==> src/hdl/vga_pkg.sv <==
//********************************************************************
// VGA timing bus types
// counter width, pixel coordinate and 12-bit color shared by the
// pixel pipeline
//********************************************************************

`default_nettype none

package vga_pkg;

  // h/v counters and all sprite positions use this width
  localparam int CNT_W = 11;
  localparam int RGB_W = 12;

  typedef logic [CNT_W-1:0] cnt_t;

  // 4 bits each, red in the top nibble
  typedef logic [RGB_W-1:0] rgb_t;

endpackage

`default_nettype wire

==> src/hdl/game_pkg.sv <==
//********************************************************************
// Enemy game constants
// sprite sizes, colors, motion speeds and start position
//********************************************************************

`default_nettype none

package game_pkg;

  localparam int ENEMY_W   = 16;
  localparam int ENEMY_H   = 8;
  localparam int MISSILE_W = 2;   // player and enemy missile alike
  localparam int MISSILE_H = 4;

  localparam vga_pkg::rgb_t ENEMY_COLOR      = 12'hF00;
  localparam vga_pkg::rgb_t EN_MISSILE_COLOR = 12'hFF0;

  localparam int ENEMY_X0     = 4;
  localparam int ENEMY_Y0     = 4;
  localparam int ENEMY_STEP   = 2;  // pixels per frame, horizontal
  localparam int MISSILE_STEP = 3;  // pixels per frame, downward
  localparam int FIRE_PERIOD  = 4;  // frames between fire requests

endpackage

`default_nettype wire

==> src/hdl/vga_if.sv <==
//********************************************************************
// VGA timing bus interface
// counters, syncs, blanks and color of one pipeline stage
//********************************************************************

`default_nettype none

interface vga_if;
  import vga_pkg::*;

  cnt_t vcount;
  cnt_t hcount;
  logic vsync;
  logic hsync;
  logic vblnk;
  logic hblnk;
  rgb_t rgb;

  // driving side of a stage
  modport src (output vcount, hcount, vsync, hsync, vblnk, hblnk, rgb);

  modport snk (input vcount, hcount, vsync, hsync, vblnk, hblnk, rgb);

endinterface

`default_nettype wire

==> src/hdl/enemy_ctl.sv <==
//********************************************************************
// Enemy controller
// detects the frame start, moves the enemy left and right with a
// bounce at the screen edges and paces the fire requests
//********************************************************************

`default_nettype none

module enemy_ctl #(
  parameter int SCREEN_W = 800
) (
  input  logic          pclk,
  input  logic          rst_n_i,
  input  logic          vblnk_i,
  input  logic          alive_i,
  output logic          frame_tick_o,
  output vga_pkg::cnt_t enemy_x_o,
  output vga_pkg::cnt_t enemy_y_o,
  output logic          fire_o
);
  import vga_pkg::*;
  import game_pkg::*;

  localparam cnt_t X_MAX = cnt_t'(SCREEN_W - ENEMY_W);  // rightmost legal x
  localparam cnt_t STEP  = cnt_t'(ENEMY_STEP);
  localparam int   FC_W  = $clog2(FIRE_PERIOD + 1);
  localparam logic [FC_W-1:0] FC_LAST = FC_W'(FIRE_PERIOD - 1);

  logic            vblnk_q;
  logic            frame_edge;
  logic            dir_right_q;
  logic [FC_W-1:0] frame_cnt_q;

  assign frame_edge = vblnk_i & ~vblnk_q;  // vblnk rising
  assign enemy_y_o  = cnt_t'(ENEMY_Y0);    // enemy stays on its row

  always_ff @(posedge pclk or negedge rst_n_i) begin
    if (!rst_n_i) begin
      vblnk_q      <= 1'b0;
      frame_tick_o <= 1'b0;
      fire_o       <= 1'b0;
      frame_cnt_q  <= '0;
    end else begin
      vblnk_q      <= vblnk_i;
      frame_tick_o <= frame_edge;
      fire_o       <= frame_edge && (frame_cnt_q == FC_LAST);
      if (frame_edge) begin
        frame_cnt_q <= (frame_cnt_q == FC_LAST) ? '0 : frame_cnt_q + 1'b1;
      end
    end
  end

  // position changes together with frame_tick_o
  always_ff @(posedge pclk or negedge rst_n_i) begin
    if (!rst_n_i) begin
      enemy_x_o   <= cnt_t'(ENEMY_X0);
      dir_right_q <= 1'b1;
    end else if (frame_edge && alive_i) begin
      if (dir_right_q) begin
        if (enemy_x_o + STEP > X_MAX) begin
          dir_right_q <= 1'b0;  // turn instead of stepping out
        end else begin
          enemy_x_o <= enemy_x_o + STEP;
        end
      end else if (enemy_x_o < STEP) begin
        dir_right_q <= 1'b1;
      end else begin
        enemy_x_o <= enemy_x_o - STEP;
      end
    end
  end

endmodule

`default_nettype wire

==> src/hdl/hit_detect.sv <==
//********************************************************************
// Hit detector
// tests the player missile box against the enemy box and kills the
// enemy at the next frame tick after a hit
//********************************************************************

`default_nettype none

module hit_detect (
  input  logic          pclk,
  input  logic          rst_n_i,
  input  logic          frame_tick_i,
  input  vga_pkg::cnt_t pm_x_i,
  input  vga_pkg::cnt_t pm_y_i,
  input  logic          pm_on_i,
  input  vga_pkg::cnt_t enemy_x_i,
  input  vga_pkg::cnt_t enemy_y_i,
  output logic          alive_o
);
  import vga_pkg::*;
  import game_pkg::*;

  logic overlap_x;
  logic overlap_y;
  logic hit_q;

  // boxes overlap when neither lies fully beside the other
  assign overlap_x = (pm_x_i < enemy_x_i + cnt_t'(ENEMY_W)) &&
                     (pm_x_i + cnt_t'(MISSILE_W) > enemy_x_i);
  assign overlap_y = (pm_y_i < enemy_y_i + cnt_t'(ENEMY_H)) &&
                     (pm_y_i + cnt_t'(MISSILE_H) > enemy_y_i);

  always_ff @(posedge pclk or negedge rst_n_i) begin
    if (!rst_n_i) begin
      hit_q   <= 1'b0;
      alive_o <= 1'b1;
    end else begin
      if (pm_on_i && overlap_x && overlap_y && alive_o) begin
        hit_q <= 1'b1;  // sticky until reset
      end
      if (frame_tick_i && hit_q) begin
        alive_o <= 1'b0;  // only between frames
      end
    end
  end

endmodule

`default_nettype wire

==> src/hdl/enemy_missile_ctl.sv <==
//********************************************************************
// Enemy missile controller
// spawns one missile below the enemy on a fire request and lets it
// fall once per frame until it leaves the screen
//********************************************************************

`default_nettype none

module enemy_missile_ctl #(
  parameter int SCREEN_H = 600
) (
  input  logic          pclk,
  input  logic          rst_n_i,
  input  logic          frame_tick_i,
  input  logic          fire_i,
  input  logic          alive_i,
  input  vga_pkg::cnt_t enemy_x_i,
  input  vga_pkg::cnt_t enemy_y_i,
  output vga_pkg::cnt_t em_x_o,
  output vga_pkg::cnt_t em_y_o,
  output logic          em_on_o
);
  import vga_pkg::*;
  import game_pkg::*;

  localparam cnt_t X_OFS  = cnt_t'((ENEMY_W - MISSILE_W) / 2);  // centered under enemy
  localparam cnt_t Y_MAX  = cnt_t'(SCREEN_H);
  localparam cnt_t M_STEP = cnt_t'(MISSILE_STEP);

  logic pend_q;
  logic fire_req;
  cnt_t em_y_next;

  // a request in the tick cycle itself counts too
  assign fire_req  = pend_q | fire_i;
  assign em_y_next = em_y_o + M_STEP;

  always_ff @(posedge pclk or negedge rst_n_i) begin
    if (!rst_n_i) begin
      pend_q  <= 1'b0;
      em_on_o <= 1'b0;
    end else if (frame_tick_i) begin
      pend_q <= 1'b0;  // dropped if a missile is in flight
      if (!em_on_o) begin
        em_on_o <= fire_req && alive_i;
      end else if (em_y_next >= Y_MAX) begin
        em_on_o <= 1'b0;
      end
    end else if (fire_i) begin
      pend_q <= 1'b1;
    end
  end

  // follows the enemy while idle, then falls
  always_ff @(posedge pclk) begin
    if (frame_tick_i) begin
      if (!em_on_o) begin
        em_x_o <= enemy_x_i + X_OFS;
        em_y_o <= enemy_y_i + cnt_t'(ENEMY_H);
      end else begin
        em_y_o <= em_y_next;  // keeps falling after enemy dies
      end
    end
  end

endmodule

`default_nettype wire

==> src/hdl/sprite_draw.sv <==
//********************************************************************
// Sprite draw stage
// registers the timing bus and paints a solid rectangle over rgb
// inside the active area
//********************************************************************

`default_nettype none

module sprite_draw #(
  parameter int            SPR_W = 8,
  parameter int            SPR_H = 8,
  parameter vga_pkg::rgb_t COLOR = 12'hFFF
) (
  input  logic          pclk,
  input  logic          rst_n_i,
  vga_if.snk            in_bus,
  vga_if.src            out_bus,
  input  vga_pkg::cnt_t x_i,
  input  vga_pkg::cnt_t y_i,
  input  logic          on_i
);
  import vga_pkg::*;

  logic active;
  logic in_rect;

  assign active  = ~in_bus.vblnk & ~in_bus.hblnk;
  assign in_rect = (in_bus.hcount >= x_i) &&
                   (in_bus.hcount < x_i + cnt_t'(SPR_W)) &&
                   (in_bus.vcount >= y_i) &&
                   (in_bus.vcount < y_i + cnt_t'(SPR_H));

  always_ff @(posedge pclk or negedge rst_n_i) begin
    if (!rst_n_i) begin
      out_bus.vcount <= '0;
      out_bus.hcount <= '0;
      out_bus.vsync  <= 1'b0;
      out_bus.hsync  <= 1'b0;
      out_bus.vblnk  <= 1'b0;
      out_bus.hblnk  <= 1'b0;
      out_bus.rgb    <= '0;
    end else begin
      out_bus.vcount <= in_bus.vcount;
      out_bus.hcount <= in_bus.hcount;
      out_bus.vsync  <= in_bus.vsync;
      out_bus.hsync  <= in_bus.hsync;
      out_bus.vblnk  <= in_bus.vblnk;
      out_bus.hblnk  <= in_bus.hblnk;
      // sprite over background, never during blanking
      out_bus.rgb    <= (on_i && active && in_rect) ? COLOR : in_bus.rgb;
    end
  end

endmodule

`default_nettype wire

==> src/hdl/enemy_unit.sv <==
//********************************************************************
// Enemy unit
// one moving enemy with hit detection and falling missiles, drawn
// over the incoming VGA stream in two pipeline stages
//********************************************************************

`default_nettype none

module enemy_unit #(
  parameter int SCREEN_W = 800,
  parameter int SCREEN_H = 600
) (
  input  logic          pclk,
  input  logic          rst_n_i,
  input  vga_pkg::cnt_t vcount_i,
  input  vga_pkg::cnt_t hcount_i,
  input  logic          vsync_i,
  input  logic          hsync_i,
  input  logic          vblnk_i,
  input  logic          hblnk_i,
  input  vga_pkg::rgb_t rgb_i,
  input  vga_pkg::cnt_t pm_x_i,   // player missile
  input  vga_pkg::cnt_t pm_y_i,
  input  logic          pm_on_i,
  output vga_pkg::cnt_t vcount_o,
  output vga_pkg::cnt_t hcount_o,
  output logic          vsync_o,
  output logic          hsync_o,
  output logic          vblnk_o,
  output logic          hblnk_o,
  output vga_pkg::rgb_t rgb_o
);
  import vga_pkg::*;
  import game_pkg::*;

  logic frame_tick;
  logic fire;
  logic alive;
  logic em_on;
  cnt_t enemy_x;
  cnt_t enemy_y;
  cnt_t em_x;
  cnt_t em_y;

  vga_if bus_in ();
  vga_if bus_mid ();  // enemy stage to missile stage
  vga_if bus_out ();

  assign bus_in.vcount = vcount_i;
  assign bus_in.hcount = hcount_i;
  assign bus_in.vsync  = vsync_i;
  assign bus_in.hsync  = hsync_i;
  assign bus_in.vblnk  = vblnk_i;
  assign bus_in.hblnk  = hblnk_i;
  assign bus_in.rgb    = rgb_i;

  enemy_ctl #(.SCREEN_W(SCREEN_W)) u_enemy_ctl (
    .pclk         (pclk),
    .rst_n_i      (rst_n_i),
    .vblnk_i      (vblnk_i),
    .alive_i      (alive),
    .frame_tick_o (frame_tick),
    .enemy_x_o    (enemy_x),
    .enemy_y_o    (enemy_y),
    .fire_o       (fire)
  );

  hit_detect u_hit_detect (
    .pclk         (pclk),
    .rst_n_i      (rst_n_i),
    .frame_tick_i (frame_tick),
    .pm_x_i       (pm_x_i),
    .pm_y_i       (pm_y_i),
    .pm_on_i      (pm_on_i),
    .enemy_x_i    (enemy_x),
    .enemy_y_i    (enemy_y),
    .alive_o      (alive)
  );

  enemy_missile_ctl #(.SCREEN_H(SCREEN_H)) u_em_ctl (
    .pclk         (pclk),
    .rst_n_i      (rst_n_i),
    .frame_tick_i (frame_tick),
    .fire_i       (fire),
    .alive_i      (alive),
    .enemy_x_i    (enemy_x),
    .enemy_y_i    (enemy_y),
    .em_x_o       (em_x),
    .em_y_o       (em_y),
    .em_on_o      (em_on)
  );

  sprite_draw #(
    .SPR_W (ENEMY_W),
    .SPR_H (ENEMY_H),
    .COLOR (ENEMY_COLOR)
  ) draw_enemy (
    .pclk    (pclk),
    .rst_n_i (rst_n_i),
    .in_bus  (bus_in.snk),
    .out_bus (bus_mid.src),
    .x_i     (enemy_x),
    .y_i     (enemy_y),
    .on_i    (alive)
  );

  // missile is painted last, so it shows on top of the enemy
  sprite_draw #(
    .SPR_W (MISSILE_W),
    .SPR_H (MISSILE_H),
    .COLOR (EN_MISSILE_COLOR)
  ) draw_em (
    .pclk    (pclk),
    .rst_n_i (rst_n_i),
    .in_bus  (bus_mid.snk),
    .out_bus (bus_out.src),
    .x_i     (em_x),
    .y_i     (em_y),
    .on_i    (em_on)
  );

  assign vcount_o = bus_out.vcount;
  assign hcount_o = bus_out.hcount;
  assign vsync_o  = bus_out.vsync;
  assign hsync_o  = bus_out.hsync;
  assign vblnk_o  = bus_out.vblnk;
  assign hblnk_o  = bus_out.hblnk;
  assign rgb_o    = bus_out.rgb;

endmodule

`default_nettype wire

==> config.mk <==
export PLATFORM = sky130hd
export DESIGN_NAME = enemy_unit
export DESIGN_NICKNAME = d
export VERILOG_FILES = /design/src/hdl/vga_pkg.sv /design/src/hdl/game_pkg.sv /design/src/hdl/vga_if.sv /design/src/hdl/enemy_ctl.sv /design/src/hdl/hit_detect.sv /design/src/hdl/enemy_missile_ctl.sv /design/src/hdl/sprite_draw.sv /design/src/hdl/enemy_unit.sv
export SDC_FILE = /design/constraint.sdc
export NUM_CORES = 1
export LEC_CHECK = 0
export BUFFER_PORTS_ARGS = -buffer_cell sky130_fd_sc_hd__buf_4
export CORE_ASPECT_RATIO = 0.7
export CORE_MARGIN = 2
export CORE_UTILIZATION = 30
export CTS_CLUSTER_SIZE = 28
export DETAILED_ROUTE_END_ITERATION = 8
export PLACE_DENSITY = 0.46
export SLEW_MARGIN = 20
export SYNTH_ARGS = -nofsm -noshare
export SYNTH_HDL_FRONTEND = slang
export SYNTH_SLANG_ARGS = --single-unit
==> constraint.sdc <==
create_clock -name pclk -period 3.5 [get_ports pclk]
set_clock_uncertainty 0.15 [all_clocks]
set_input_delay 0.7 -clock pclk [delete_from_list [all_inputs] [get_ports pclk]]
set_output_delay 0.7 -clock pclk [all_outputs]
set_load 0.03 [all_outputs]
==> results.md, run 1 <==
Power and ir drop:
- In this run, the clock network consumes ~46% of the power.
- The share of power burned in registers is 42.7%.
- The net switching component of the power is 0.912 mW.
- The internal power contribution is 2.58 mW.
- Of the total power, the share spent switching nets is 26.1%.
- In this run the static leakage power is 3.78 nW.
- The maximum ir drop on the vdd rail is approximately 0.33 mV.
- Dividing total power by cell area gives a power density of approximately 410 nW/um2.
- The share of total power in combinational logic is 11.3%.

Route:
- After detailed routing, the number of remaining DRC violations is 0.
- The detailed router placed 5141 vias in this run.
- The routed design has 17.6 mm of wire.
- In this run the top signal layer used is met4.
- After detailed routing, the met3 layer carries between 1 and 1.5 mm of wire.
- The via density per instance is roughly 4.8.
- For this block, the initial DRC count from the detailed router was between 200 and 300.
- For this block, wires on met1 add up to between 9 and 10 mm.
- The routed design uses approximately 7.0 mm of met2 wire.
- After detailed routing, the average wire length per cell comes to 16.3 um.
- For this run, the detailed router's first-pass iteration total came to 4.
- The antenna violation net count after detailed routing is 0.

Cells and area:
- The post-route cell area is 8620 um2.
- In the layout the commonest cells are 117 x sky130_fd_sc_hd__buf_4, 93 x sky130_fd_sc_hd__dfrtp_1, 87 x sky130_fd_sc_hd__ha_1.
- The library cell used most frequently in the layout, excluding fill and tap cells, is sky130_fd_sc_hd__buf_4.
- Cells with a size suffix above 1 make up approximately 22% of the layout.
- The number of antenna diodes is 0.
- The final net count is around 910.
- The relative area change from synthesis to final layout is 24.8%.
- Excluding fillers, the count of instances in the completed layout stands at 1081.

Logic synthesis:
- The distinct cell type count after synthesis is 65.
- Of all flip-flops after synthesis, the portion carrying an async set or reset was 82.1%.
- The post-synthesis instance area is about 6900 um2.
- For this run, the leading register cell type out of synthesis is sky130_fd_sc_hd__dfrtp_1.
- The average footprint of a synthesized cell is 10.7 um2.
- When the netlist entered floorplanning its net count stood at around 800.
- The sequential-to-total area share from yosys stat is approximately 44%.
- The synthesis warning total is 0.
- The flop and latch count out of synthesis is ~120.
- The number of enable flip-flop cells after synthesis is 21.
- The cell count after synthesis is 644.

STA:
- The minimum period implied by the final worst setup slack is roughly 3.2 ns.
- The count of endpoints failing hold in the final timing report is 0.
- The period utilization is 90.5%.
- Setup repair after global routing left no endpoint under its margin.
- In this run the tightest slew margin relative to its limit is 41.8%.
- The final setup TNS is 0 ns.
- The post-route worst hold slack is 0.150 ns.
- The slack of the critical path is roughly 0.33 ns.
- Timing would allow up to 0.316 GHz.
- The slew at the pin with the worst max-slew slack is 0.872 ns.
- Setup violations remaining at the end of the flow were counted as 0.
- The final-report max-slew violation count is 0.

Setup path:
- The setup path with the least slack is of type register to register.
- The element type at the critical path end is a register.
- At the worst endpoint, the arrival time is between 3 and 4 ns.
- Of all nets on the critical path, the largest fanout is 8.
- The kind of start point of the critical path is a register.
- For the worst setup path, the data required time is ~3.7 ns.

GRT:
- The total congestion overflow after global routing is 0.
- The via count of the first global-routing pass came to 5304.
- For this run, the total global-route usage over all layers was measured as 15.3%.
- The maximum number of pins on one net before global-route repair is 48.
- The wire length of the first global-routing pass is 28.4 mm.
- The initial antenna violation count was 0.

Die:
- The initial standard-cell utilization of the core is 30.5%.
- The die boundary height is about 130 um.
- The row count is 46.
- The top-level port count is about 100.
- The die covers 24300 um2.
- From left edge to right edge, the die measures 185 um.
- The core region is 22600 um2.

Clock network:
- The count of hold buffers inserted by post-cts repair is 0.
- The clock insertion delay at the later pin of the skew report is 0.41 ns.
- The clock net in this run drives a total of roughly 120 sinks.
- Clock-pin slew was measured on the worst setup and hold paths at ~0.06 ns.
- The number of buffers added by the clock tree synthesis step is 17.
- The H-tree was split into 4 levels.
- The maximum clock insertion buffer count is 2.
- The CTS tree is done.
- The cell sitting at the root of the clock tree is a sky130_fd_sc_hd__clkbuf_16.

Placement:
- The worst-case setup slack after placement is 0.165 ns.
- The cell area after placement is 8050 um2.
- The HPWL after detailed placement is 13.9 mm.
- The last weighted congestion value of the routability-driven placer is 0.829.
- After detailed placement, the design holds a cell count of 1047.
- During placement, the flow inserted port buffers numbering 100.

Job:
- The max-capacitance violation count is 0.

Min path:
- The worst min-delay path class is input pin to async pin.

Outcome:
- The flow ran to the end, and the final reports show no timing, DRC or antenna violations.
critical path: stages, from the launching register on:
cell                       delay, ns
sky130_fd_sc_hd__edfxtp_1       0.38
sky130_fd_sc_hd__nand3_1        0.11
sky130_fd_sc_hd__nor2_1         0.18
sky130_fd_sc_hd__nand2_1        0.09
sky130_fd_sc_hd__nor3_2         0.19
sky130_fd_sc_hd__nand3_1        0.13
sky130_fd_sc_hd__xnor2_1        0.14
sky130_fd_sc_hd__ha_1           0.31
sky130_fd_sc_hd__a221oi_1       0.33
sky130_fd_sc_hd__o311ai_0       0.22
sky130_fd_sc_hd__a221oi_1       0.29
sky130_fd_sc_hd__nand4_1        0.25
sky130_fd_sc_hd__buf_4          0.24
sky130_fd_sc_hd__nand2b_1       0.08
layout make-up:
cell class	instances	area [um2]
Inverter	48	180
Clock inverter	13	92.6
Sequential cell	117	3040
Multi-Input combinational cell	455	3590
Tap cell	312	390
Timing Repair Buffer	117	878
Fill cell	2246	14000
Clock buffer	19	453
Yosys cell counts (6+ instances only):
cell | n | area, um2
sky130_fd_sc_hd__buf_2 | 7 | 35.0
sky130_fd_sc_hd__clkbuf_1 | 16 | 60.1
sky130_fd_sc_hd__or2_2 | 6 | 37.5
sky130_fd_sc_hd__and2_1 | 12 | 75.1
sky130_fd_sc_hd__o211ai_1 | 7 | 52.6
sky130_fd_sc_hd__a2111oi_0 | 6 | 52.6
sky130_fd_sc_hd__dfrtp_1 | 93 | 2330
sky130_fd_sc_hd__and3_1 | 6 | 37.5
sky130_fd_sc_hd__edfxtp_1 | 21 | 631
sky130_fd_sc_hd__nand2b_1 | 12 | 75.1
sky130_fd_sc_hd__o21ai_0 | 20 | 100
sky130_fd_sc_hd__ha_1 | 87 | 1090
sky130_fd_sc_hd__nor3_1 | 13 | 65.1
sky130_fd_sc_hd__xnor2_1 | 47 | 412
sky130_fd_sc_hd__a221oi_1 | 7 | 61.3
sky130_fd_sc_hd__nand2_1 | 25 | 93.8
sky130_fd_sc_hd__o21a_1 | 8 | 60.1
sky130_fd_sc_hd__a21o_1 | 9 | 67.6
sky130_fd_sc_hd__inv_1 | 48 | 180
sky130_fd_sc_hd__nand3_1 | 31 | 155
sky130_fd_sc_hd__nor2_1 | 27 | 101
sky130_fd_sc_hd__nand4_1 | 11 | 68.8
sky130_fd_sc_hd__nor2b_1 | 20 | 125
sky130_fd_sc_hd__a21oi_1 | 23 | 115
routing by layer:
metal	vias up	GRT usage, %
li1	2542	-
met1	2445	23.1
met2	138	21.6
met3	16	3.49
met4	0	4.53
met5	-	0
cells by family after synthesis:
| group | after synthesis | share of synthesized area (%) |
|---|---|---|
| fa+ha+maj | 87 | 15.8 |
| buf+inv | 72 | 4.15 |
| compound gates | 121 | 12.8 |
| flops | 117 | 44.0 |
| xor+xnor | 52 | 6.60 |
| simple gates | 186 | 15.2 |
| mux | 9 | 1.56 |
through the flow:
stage | total power [mW] | utilization [%]
6_report | 3.49 | 38.1
5_1_grt | 3.65 | 38.1
4_1_cts | 3.53 | 38.0
2_1_floorplan | 1.72 | -
3_5_place_dp | 1.91 | 35.6
3_3_place_gp | 1.90 | 35.6
power by group through the flow:
stage | clock [mW] | combinational [mW] | sequential, mW
4_1_cts | 1.64 | 0.399 | 1.49
2_1_floorplan | 0 | 0.166 | 1.55
6_report | 1.61 | 0.393 | 1.49
3_3_place_gp | 0 | 0.387 | 1.52
3_5_place_dp | 0 | 0.396 | 1.52
5_1_grt | 1.70 | 0.444 | 1.50
repair_timing:
item,in CTS,in global routing
resized for setup,0,1
endpoints found under the setup margin,0,12
setup buffers,0,2
state kept, by name, indices dropped and copies added (netlist names), 3 cells and up:
| name | count |
|---|---|
| draw_enemy.out_bus.rgb | 12 |
| draw_enemy.out_bus.vcount | 11 |
| draw_em.out_bus.hcount | 11 |
| u_em_ctl.em_y_o | 11 |
| draw_em.out_bus.vcount | 11 |
| u_enemy_ctl.enemy_x_o | 10 |
| u_em_ctl.em_x_o | 10 |
| draw_em.out_bus.rgb | 12 |
| u_enemy_ctl.frame_cnt_q | 3 |
| draw_enemy.out_bus.hcount | 11 |
worst paths after layout:
check / startpoint / endpoint / slack (ns) / depth (start not counted)
max: u_em_ctl.em_x_o[4] / draw_em.out_bus.rgb[6] / 0.33 / 13
min: rst_n_i / draw_em.out_bus.vcount[3] / 0.15 / 1
min in group pclk: draw_enemy.out_bus.hsync / draw_em.out_bus.hsync / 0.20 / 0
max reg2reg: u_em_ctl.em_x_o[4] / draw_em.out_bus.rgb[6] / 0.33 / 13
min reg2reg: draw_enemy.out_bus.hsync / draw_em.out_bus.hsync / 0.20 / 0
max in group asynchronous: rst_n_i / draw_enemy.out_bus.rgb[0] / 2.17 / 2
No activity file was read; power rests on OpenSTA's default activity.
==> run 2, diff against run 1 <==
--- a/config.mk
+++ b/config.mk
@@ -6,12 +6,15 @@
 export NUM_CORES = 1
 export LEC_CHECK = 0
 export BUFFER_PORTS_ARGS = -buffer_cell sky130_fd_sc_hd__buf_4
+export CELL_PAD_IN_SITES_DETAIL_PLACEMENT = 0
+export CELL_PAD_IN_SITES_GLOBAL_PLACEMENT = 1
 export CORE_ASPECT_RATIO = 0.7
 export CORE_MARGIN = 2
 export CORE_UTILIZATION = 30
+export CTS_BUF_LIST = sky130_fd_sc_hd__clkbuf_16
 export CTS_CLUSTER_SIZE = 28
 export DETAILED_ROUTE_END_ITERATION = 8
-export PLACE_DENSITY = 0.46
+export PLACE_DENSITY = 0.56
 export SLEW_MARGIN = 20
 export SYNTH_ARGS = -nofsm -noshare
 export SYNTH_HDL_FRONTEND = slang
==> run 2 against run 1 <==
Net effect: non-clock buffer count shrank 5; largest power group unchanged; worst setup slack improved by 0.016 ns; sequential share of layout area is 0.092 points lower; cell count is 0.46% lower; power grew 3.5%; final area rose by 0.26%; combinational power is essentially flat; hold slack gained 0.051 ns; core utilization grew 0.10 points; critical endpoint is now draw_em.out_bus.rgb[3]; fmax grew 0.51%; register-to-register slack improved by 0.02 ns; wire length down 1.6%.
==> results.md, run 2 (synthesis gave the netlist of run 1 again) <==
Setup path:
- Data arrives at the worst endpoint at about 3.3 ns.
- The signal on the critical path passes through nand3_1 -> nor2_1 -> nand2_1 -> nor3_2 -> nand3_1 -> xnor2_1 -> ha_1 -> a221oi_1 -> o311ai_0 -> a221oi_1 -> nand4_1 -> buf_4 -> and2_1.
- Together, buffers and inverters on the worst path number 1.
- The startpoint-to-endpoint class of the critical path is register to register.
- The kind of cell with the highest combined delay on the critical path is simple AND/OR/NAND/NOR gates.
- The maximum cell stage delay along the critical path is 0.44 ns.
- The largest individual stage delay along the critical path comes from the cell sky130_fd_sc_hd__edfxtp_1.
- The kind of start point of the critical path is a register.
- The maximum net fanout on the critical path is 12.
- The depth of the worst register-to-register path is 13.
- Counting buffers and inverters, the worst setup path is 13 cells deep.
- STA puts the critical path data required time at around 3.7 ns.
- The element type at the critical path end is a register.

Die:
- After floorplanning, the core was sized to cover 22600 um2.
- The x dimension of the die is 185 um.
- The die footprint is between 20000 and 25000 um2.
- The die boundary height is approximately 130 um.
- The row count is 46.
- The top-level port count is roughly 100.
- The initial utilization of the core area, before any placement, comes to a little under a third.

Placement:
- The number of placed cells counting well taps is 1044.
- OpenSTA, run right after detailed placement, puts the worst setup slack at 0.249 ns.
- The last weighted congestion value of the routability-driven placer is roughly 0.90.
- During placement, the flow inserted port buffers numbering 100.
- The HPWL after detailed placement is around 14 mm.

Power and ir drop:
- Dividing total power by cell area gives a power density of 418 nW/um2.
- The share of power burned in registers is 41.3%.
- The switching share of power is 26.0%.
- Combinational logic burns between 10 and 15% of the power.
- The internal portion of the total power is 2.67 mW.
- The portion of total power attributed to the clock network is 47.9%.
- The net switching component of the power is between 0.9 and 1 mW.
- The power consumption is around 3.6 mW.
- IR analysis of the VDD net gives a maximum drop of 0.341 mV.
- The total leakage power is 3.78 nW.

Outcome:
- The flow ran to the end, and the final reports show no timing, DRC or antenna violations.

GRT:
- Global routing used 15.4% of the available tracks.
- The total overflow left after global routing is 0.
- Entering global routing, the biggest net connects 54 pins.
- The via count of the first global-routing pass is 5320.
- The initial antenna violation count is 0.
- The first global-routing pass estimated about 28 mm of wire.

STA:
- The maximum operating frequency is roughly 0.32 GHz.
- Of the available clock period, the critical path in the final layout requires 90.1%.
- The final-report max-slew violation count is 0.
- The final-report setup violation count is 0.
- The minimum period implied by the final worst setup slack is around 3.2 ns.
- The slew at the pin with the worst max-slew slack is approximately 0.84 ns.
- The worst slew margin relative to its limit is 43.6%.
- On the final layout, the worst hold slack is 0.201 ns.
- The count of endpoints failing hold in the final timing report is 0.
- Across all setup checks in the final design, the least slack found is 0.348 ns.

Min path:
- The worst min-delay path class is input pin to async pin.

Route:
- Summing over every cut layer, the via total after detailed routing is 5100.
- The wire length after detailed routing is around 17 mm.
- The average routed wire per standard cell is 16.1 um.
- The first detailed-routing pass ran for 5 iterations.
- The count of nets left with antenna violations once routing finished came out at 0.
- The DRC marker count from the first detailed-route iteration is between 200 and 250.
- The via density per instance is 4.74.
- In the routed design, unresolved DRC markers number 0.

Clock network:
- CTS placed an instance of sky130_fd_sc_hd__clkbuf_16 at the clock tree root.
- The total number of H-tree levels is 4.
- The clock transition at the registers of the reported paths is 0.06 ns.
- The maximum clock insertion buffer count is 2.
- The clock insertion delay at the later pin of the skew report is ~0.41 ns.
- The post-cts gate resize count is 0.
- The number of buffers added by the clock tree synthesis step is 17.
- Counting every sink on the clock net gives 117.
- The count of hold buffers inserted by post-cts repair is 0.
- Once the clock tree was built, the setup fixing pass inserted 0 buffers.
- TritonCTS built the clock tree.

Cells and area:
- After the flow finishes, the layout carries non-filler instances totaling 1076.
- The number of antenna diodes is 0.
- Once layout is complete, the utilization of the core stands at 38.2%.
- From synthesis to final layout, the design area changed by 25.1%.
- After filler insertion, the fill cell instance count of the layout stands at approximately 2300.
- The largest registers in the layout are draw_em.out_bus.rgb (12), draw_enemy.out_bus.rgb (12).
- The final net count is 901.
- In the layout the commonest cells are 111 x sky130_fd_sc_hd__buf_4, 93 x sky130_fd_sc_hd__dfrtp_1, 87 x sky130_fd_sc_hd__ha_1.
- The post-route netlist has 21.7% of its cells at a drive strength greater than 1.
- The library cell used most frequently in the layout, excluding fill and tap cells, is sky130_fd_sc_hd__buf_4.

Job:
- The max-capacitance violation count is 0.
-- run 2: cell count changes in the layout (fill, tap and decap cells not counted), sizes merged --
cell and delta:
buf -5, bufinv +1, clkinvlp -1, clkinv +2, inv -1, clkbuf -1
-- run 2: area by class of cell --
cell class	count	area (um2)	share of cell area [%]
Clock buffer	18	450	5.21
Multi-Input combinational cell	455	3590	41.5
Tap cell	312	390	4.52
Timing Repair Buffer	112	853	9.88
Clock inverter	14	143	1.65
Sequential cell	117	3040	35.1
Inverter	48	180	2.09
-- run 2: path summary, 6_finish.rpt --
path,slack (ns),to,startpoint
max in group asynchronous,2.31,draw_em.out_bus.hcount[2],rst_n_i
min in group pclk,0.20,draw_em.out_bus.vsync,draw_enemy.out_bus.vsync
max reg2reg,0.35,draw_em.out_bus.rgb[3],u_em_ctl.em_x_o[3]
max,0.35,draw_em.out_bus.rgb[3],u_em_ctl.em_x_o[3]
min reg2reg,0.20,draw_em.out_bus.vsync,draw_enemy.out_bus.vsync
min,0.20,draw_enemy.out_bus.hsync,rst_n_i
-- run 2: power by group through the flow --
stage / registers (mW) / logic, mW / clock network, mW
floorplan: 1.55 / 0.166 / 0
global placement: 1.51 / 0.388 / 0
detailed placement: 1.52 / 0.398 / 0
CTS: 1.49 / 0.400 / 1.78
global route: 1.50 / 0.441 / 1.84
finish: 1.49 / 0.391 / 1.73
-- run 2: stage by stage --
step                      setup TNS [ns]  instance area (um2)
after global placement                 0                 8040
after detailed placement               0                 8040
after floorplan                        0                 6900
final                                  0                 8640
after CTS                              0                 8630
after global routing             -0.0176                 8640
-- run 2: layer usage --
layer  vias to the layer above  wire length, um  global-route usage, %
met5                         -                0                      0
met4                         0              103                   5.00
met3                         7              811                   3.71
met2                       132             7100                   22.3
met1                      2430             9270                   22.5
li1                       2531                -                      -
==> run 3, diff against run 2 <==
--- a/config.mk
+++ b/config.mk
@@ -10,11 +10,12 @@
 export CELL_PAD_IN_SITES_GLOBAL_PLACEMENT = 1
 export CORE_ASPECT_RATIO = 0.7
 export CORE_MARGIN = 2
-export CORE_UTILIZATION = 30
+export CORE_UTILIZATION = 46
 export CTS_BUF_LIST = sky130_fd_sc_hd__clkbuf_16
 export CTS_CLUSTER_SIZE = 28
 export DETAILED_ROUTE_END_ITERATION = 8
-export PLACE_DENSITY = 0.56
+export PLACE_DENSITY = 0.91
+export RECOVER_POWER = 25
 export SLEW_MARGIN = 20
 export SYNTH_ARGS = -nofsm -noshare
 export SYNTH_HDL_FRONTEND = slang
==> run 3 against run 2 <==
Net effect: the flow now finishes with violations (max-capacitance violations, max-slew violations); largest cell class unchanged; first-iteration DRC count is 63% higher; highest routed layer unchanged; largest power group unchanged; cell count is 11% lower; non-clock buffer count stayed put.
==> results.md, run 3 (synthesis gave the netlist of run 1 again) <==
Outcome:
- The flow ran to the end, but the final reports show violations.
- The final reports fail on max-capacitance violations, max-slew violations.

Clock network:
- No sink is reached through more buffers than the 2 on the longest clock path.
- The number of buffers added by the clock tree synthesis step is 17.
- TritonCTS built the clock tree.
- Once the clock tree was built, the setup fixing pass inserted 3 buffers.
- The clock net in this run drives a total of approximately 120 sinks.
- The count of hold buffers inserted by post-cts repair is 0.
- Clock tree synthesis selected as its root buffer the cell sky130_fd_sc_hd__clkbuf_16.
- After clock tree synthesis, the clock-pin slew on the worst setup and hold paths is about 0.06 ns.
- The H-tree generated during clock tree synthesis spans 4 levels.
- For the worst-skew pair, the clock arrives at the later sink with an insertion delay of around 0.42 ns.
- The post-cts gate resize count is 0.

Route:
- The remaining design rule violation count is 0.
- The total iterations of the first detailed-routing run is 7.
- The antenna violation net count after detailed routing is 0.
- For this block, the initial DRC count from the detailed router was 356.
- The routed layout has 5308 vias.
- Wires add up to around 17 mm.
- The via density per instance is between 5 and 6.
- The average routed wire per standard cell is 17.3 um.

GRT:
- The maximum number of pins on one net before global-route repair is 77.
- The wire length of the first global-routing pass is 26.6 mm.
- The via count of the first global-routing pass came to 5267.
- The initial antenna violation count came to 0.
- Global routing used between 20% and 30% of the available tracks.
- The total congestion overflow after global routing is 0.

Setup path:
- In this run the worst path has a maximum fanout of 9.
- STA classifies the critical path endpoint as a register.
- The internal reg-to-reg setup slack is 0.30 ns.
- Counting cells, the worst reg-to-reg path comes to 14.
- The endpoint of the worst register-to-register path is draw_em.out_bus.rgb[4].
- The required time at the worst-slack endpoint is 3.71 ns.
- The source of the worst register-to-register timing path is u_em_ctl.em_x_o[3].
- The kind of start point of the critical path is a register.
- Data arrives at the worst endpoint at 3.41 ns.
- The startpoint-to-endpoint class of the critical path is register to register.

Min path:
- The worst hold path begins at draw_enemy.out_bus.vsync.
- The end point of the worst hold path is draw_em.out_bus.vsync.
- The worst hold path passes through 0 cells.
- The worst min-delay path class is register to register.

Die:
- Once the floorplan was initialized, standard cells occupied 47.0% of the core.
- The core area is 14700 um2.
- The die covers 16000 um2.
- The floorplan step set the die height to approximately 110 um.
- In this run the count of I/O pins placed on the die edge is just over 100.
- The floorplan step set the die width to 150 um.
- The row count is 37.

STA:
- Setup repair after global routing left no endpoint under its margin.
- The worst path uses about nine tenths of the clock period.
- Across all hold checks on the routed design, the worst slack comes to 0.200 ns.
- The count of endpoints failing hold in the final timing report was 0.
- The final-report max-slew violation count is 77.
- Setup violations remaining at the end of the flow were counted as 0.
- Adding up every negative setup slack in the final design gives 0 ns.
- The maximum operating frequency is about 0.31 GHz.
- The worst slew margin relative to its limit is -20.2%.
- At the pin with the least slew margin, the transition time is 1.80 ns.
- The minimum period implied by the final worst setup slack is 3.20 ns.

Power and ir drop:
- The total power per unit cell area is 427 nW/um2.
- The total leakage power is approximately 3.7 nW.
- The maximum ir drop on the vdd rail is 0.369 mV.
- The design draws around 3.6 mW.

Cells and area:
- The top cell types in the final layout, fill and taps aside, are 93 x sky130_fd_sc_hd__dfrtp_1, 87 x sky130_fd_sc_hd__ha_1, 84 x sky130_fd_sc_hd__buf_4.
- At the end of the flow, the number of nets in the layout was 901.
- The ratio of cells with drive above 1 in the final layout is between 10% and 20%.
- The number of antenna diodes is 0.
- Counting the fill cells in the layout gives 1212.
- The largest registers in the layout are draw_em.out_bus.rgb (12), draw_enemy.out_bus.rgb (12).
- Leaving out fill and tap cells, the most frequent cell in the layout is sky130_fd_sc_hd__dfrtp_1.
- Compared with the post-synthesis result, the final layout area differs by 21.5%.
- The post-route cell area is 8390 um2.

Placement:
- Routability-driven placement finished with a final weighted congestion of 0.911.
- During placement, the flow inserted port buffers numbering 100.
- In this run the cell area measured after placement is a little under 8000 um2.
- The HPWL after detailed placement is approximately 13 mm.

Job:
- Across the run, the number of max-cap violations was 1.
run 3: worst max-delay path, cell delays in order, from the launching register on:
cell                       delay [ns]
sky130_fd_sc_hd__edfxtp_1        0.44
sky130_fd_sc_hd__nand3_1         0.12
sky130_fd_sc_hd__nor2_1          0.18
sky130_fd_sc_hd__nand2_1         0.09
sky130_fd_sc_hd__nor3_1          0.32
sky130_fd_sc_hd__nand3_1         0.16
sky130_fd_sc_hd__xnor2_1         0.15
sky130_fd_sc_hd__ha_1            0.30
sky130_fd_sc_hd__a221oi_1        0.31
sky130_fd_sc_hd__o311ai_0        0.20
sky130_fd_sc_hd__a221oi_1        0.23
sky130_fd_sc_hd__nand4_1         0.11
sky130_fd_sc_hd__buf_4           0.18
sky130_fd_sc_hd__buf_4           0.14
sky130_fd_sc_hd__nand2b_1        0.06
run 3: metrics by stage:
stage          util (%)  worst slack, ns  instances
5_1_grt            57.2           0.0322        959
3_3_place_gp       53.6            0.201        924
6_report           57.2            0.296        959
3_5_place_dp       53.6          -0.0243        924
2_1_floorplan         -            0.628        644
4_1_cts            57.7            0.317        959
run 3: routing by layer:
metal / global-route usage, % / routed length [um]
met5: 0 / 0
met2: 33.0 / 7410
met4: 7.41 / 251
met1: 30.5 / 7920
met3: 5.45 / 972
run 3: cell type report:
class	instances	area, um2	share of cell area, %
Clock buffer	17	425	5.07
Multi-Input combinational cell	455	3580	42.7
Sequential cell	117	3040	36.2
Tap cell	195	244	2.91
Inverter	48	180	2.15
Timing Repair Buffer	112	763	9.09
Clock inverter	15	161	1.92
run 3: worst max path at each step:
stage / from / to / slack, ns / depth (start not counted)
after detailed placement: u_em_ctl.em_x_o[3] / draw_em.out_bus.rgb[2] / -0.02 / 12
after global placement: u_em_ctl.em_x_o[3] / draw_em.out_bus.rgb[2] / 0.20 / 12
final: u_em_ctl.em_x_o[3] / draw_em.out_bus.rgb[4] / 0.30 / 14
after floorplan: u_em_ctl.em_x_o[3] / draw_em.out_bus.rgb[0] / 0.63 / 13
after CTS: u_em_ctl.em_x_o[3] / draw_em.out_bus.rgb[4] / 0.32 / 14
after global routing: u_em_ctl.em_x_o[3] / draw_em.out_bus.rgb[4] / 0.03 / 14
run 3: where the power goes:
| part | leakage (nW) | total [mW] | switching [mW] | internal (mW) |
|---|---|---|---|---|
| registers | 1.33 | 1.50 | 0.0444 | 1.45 |
| clock network | 0.287 | 1.71 | 0.703 | 1.01 |
| logic | 2.07 | 0.378 | 0.211 | 0.167 |
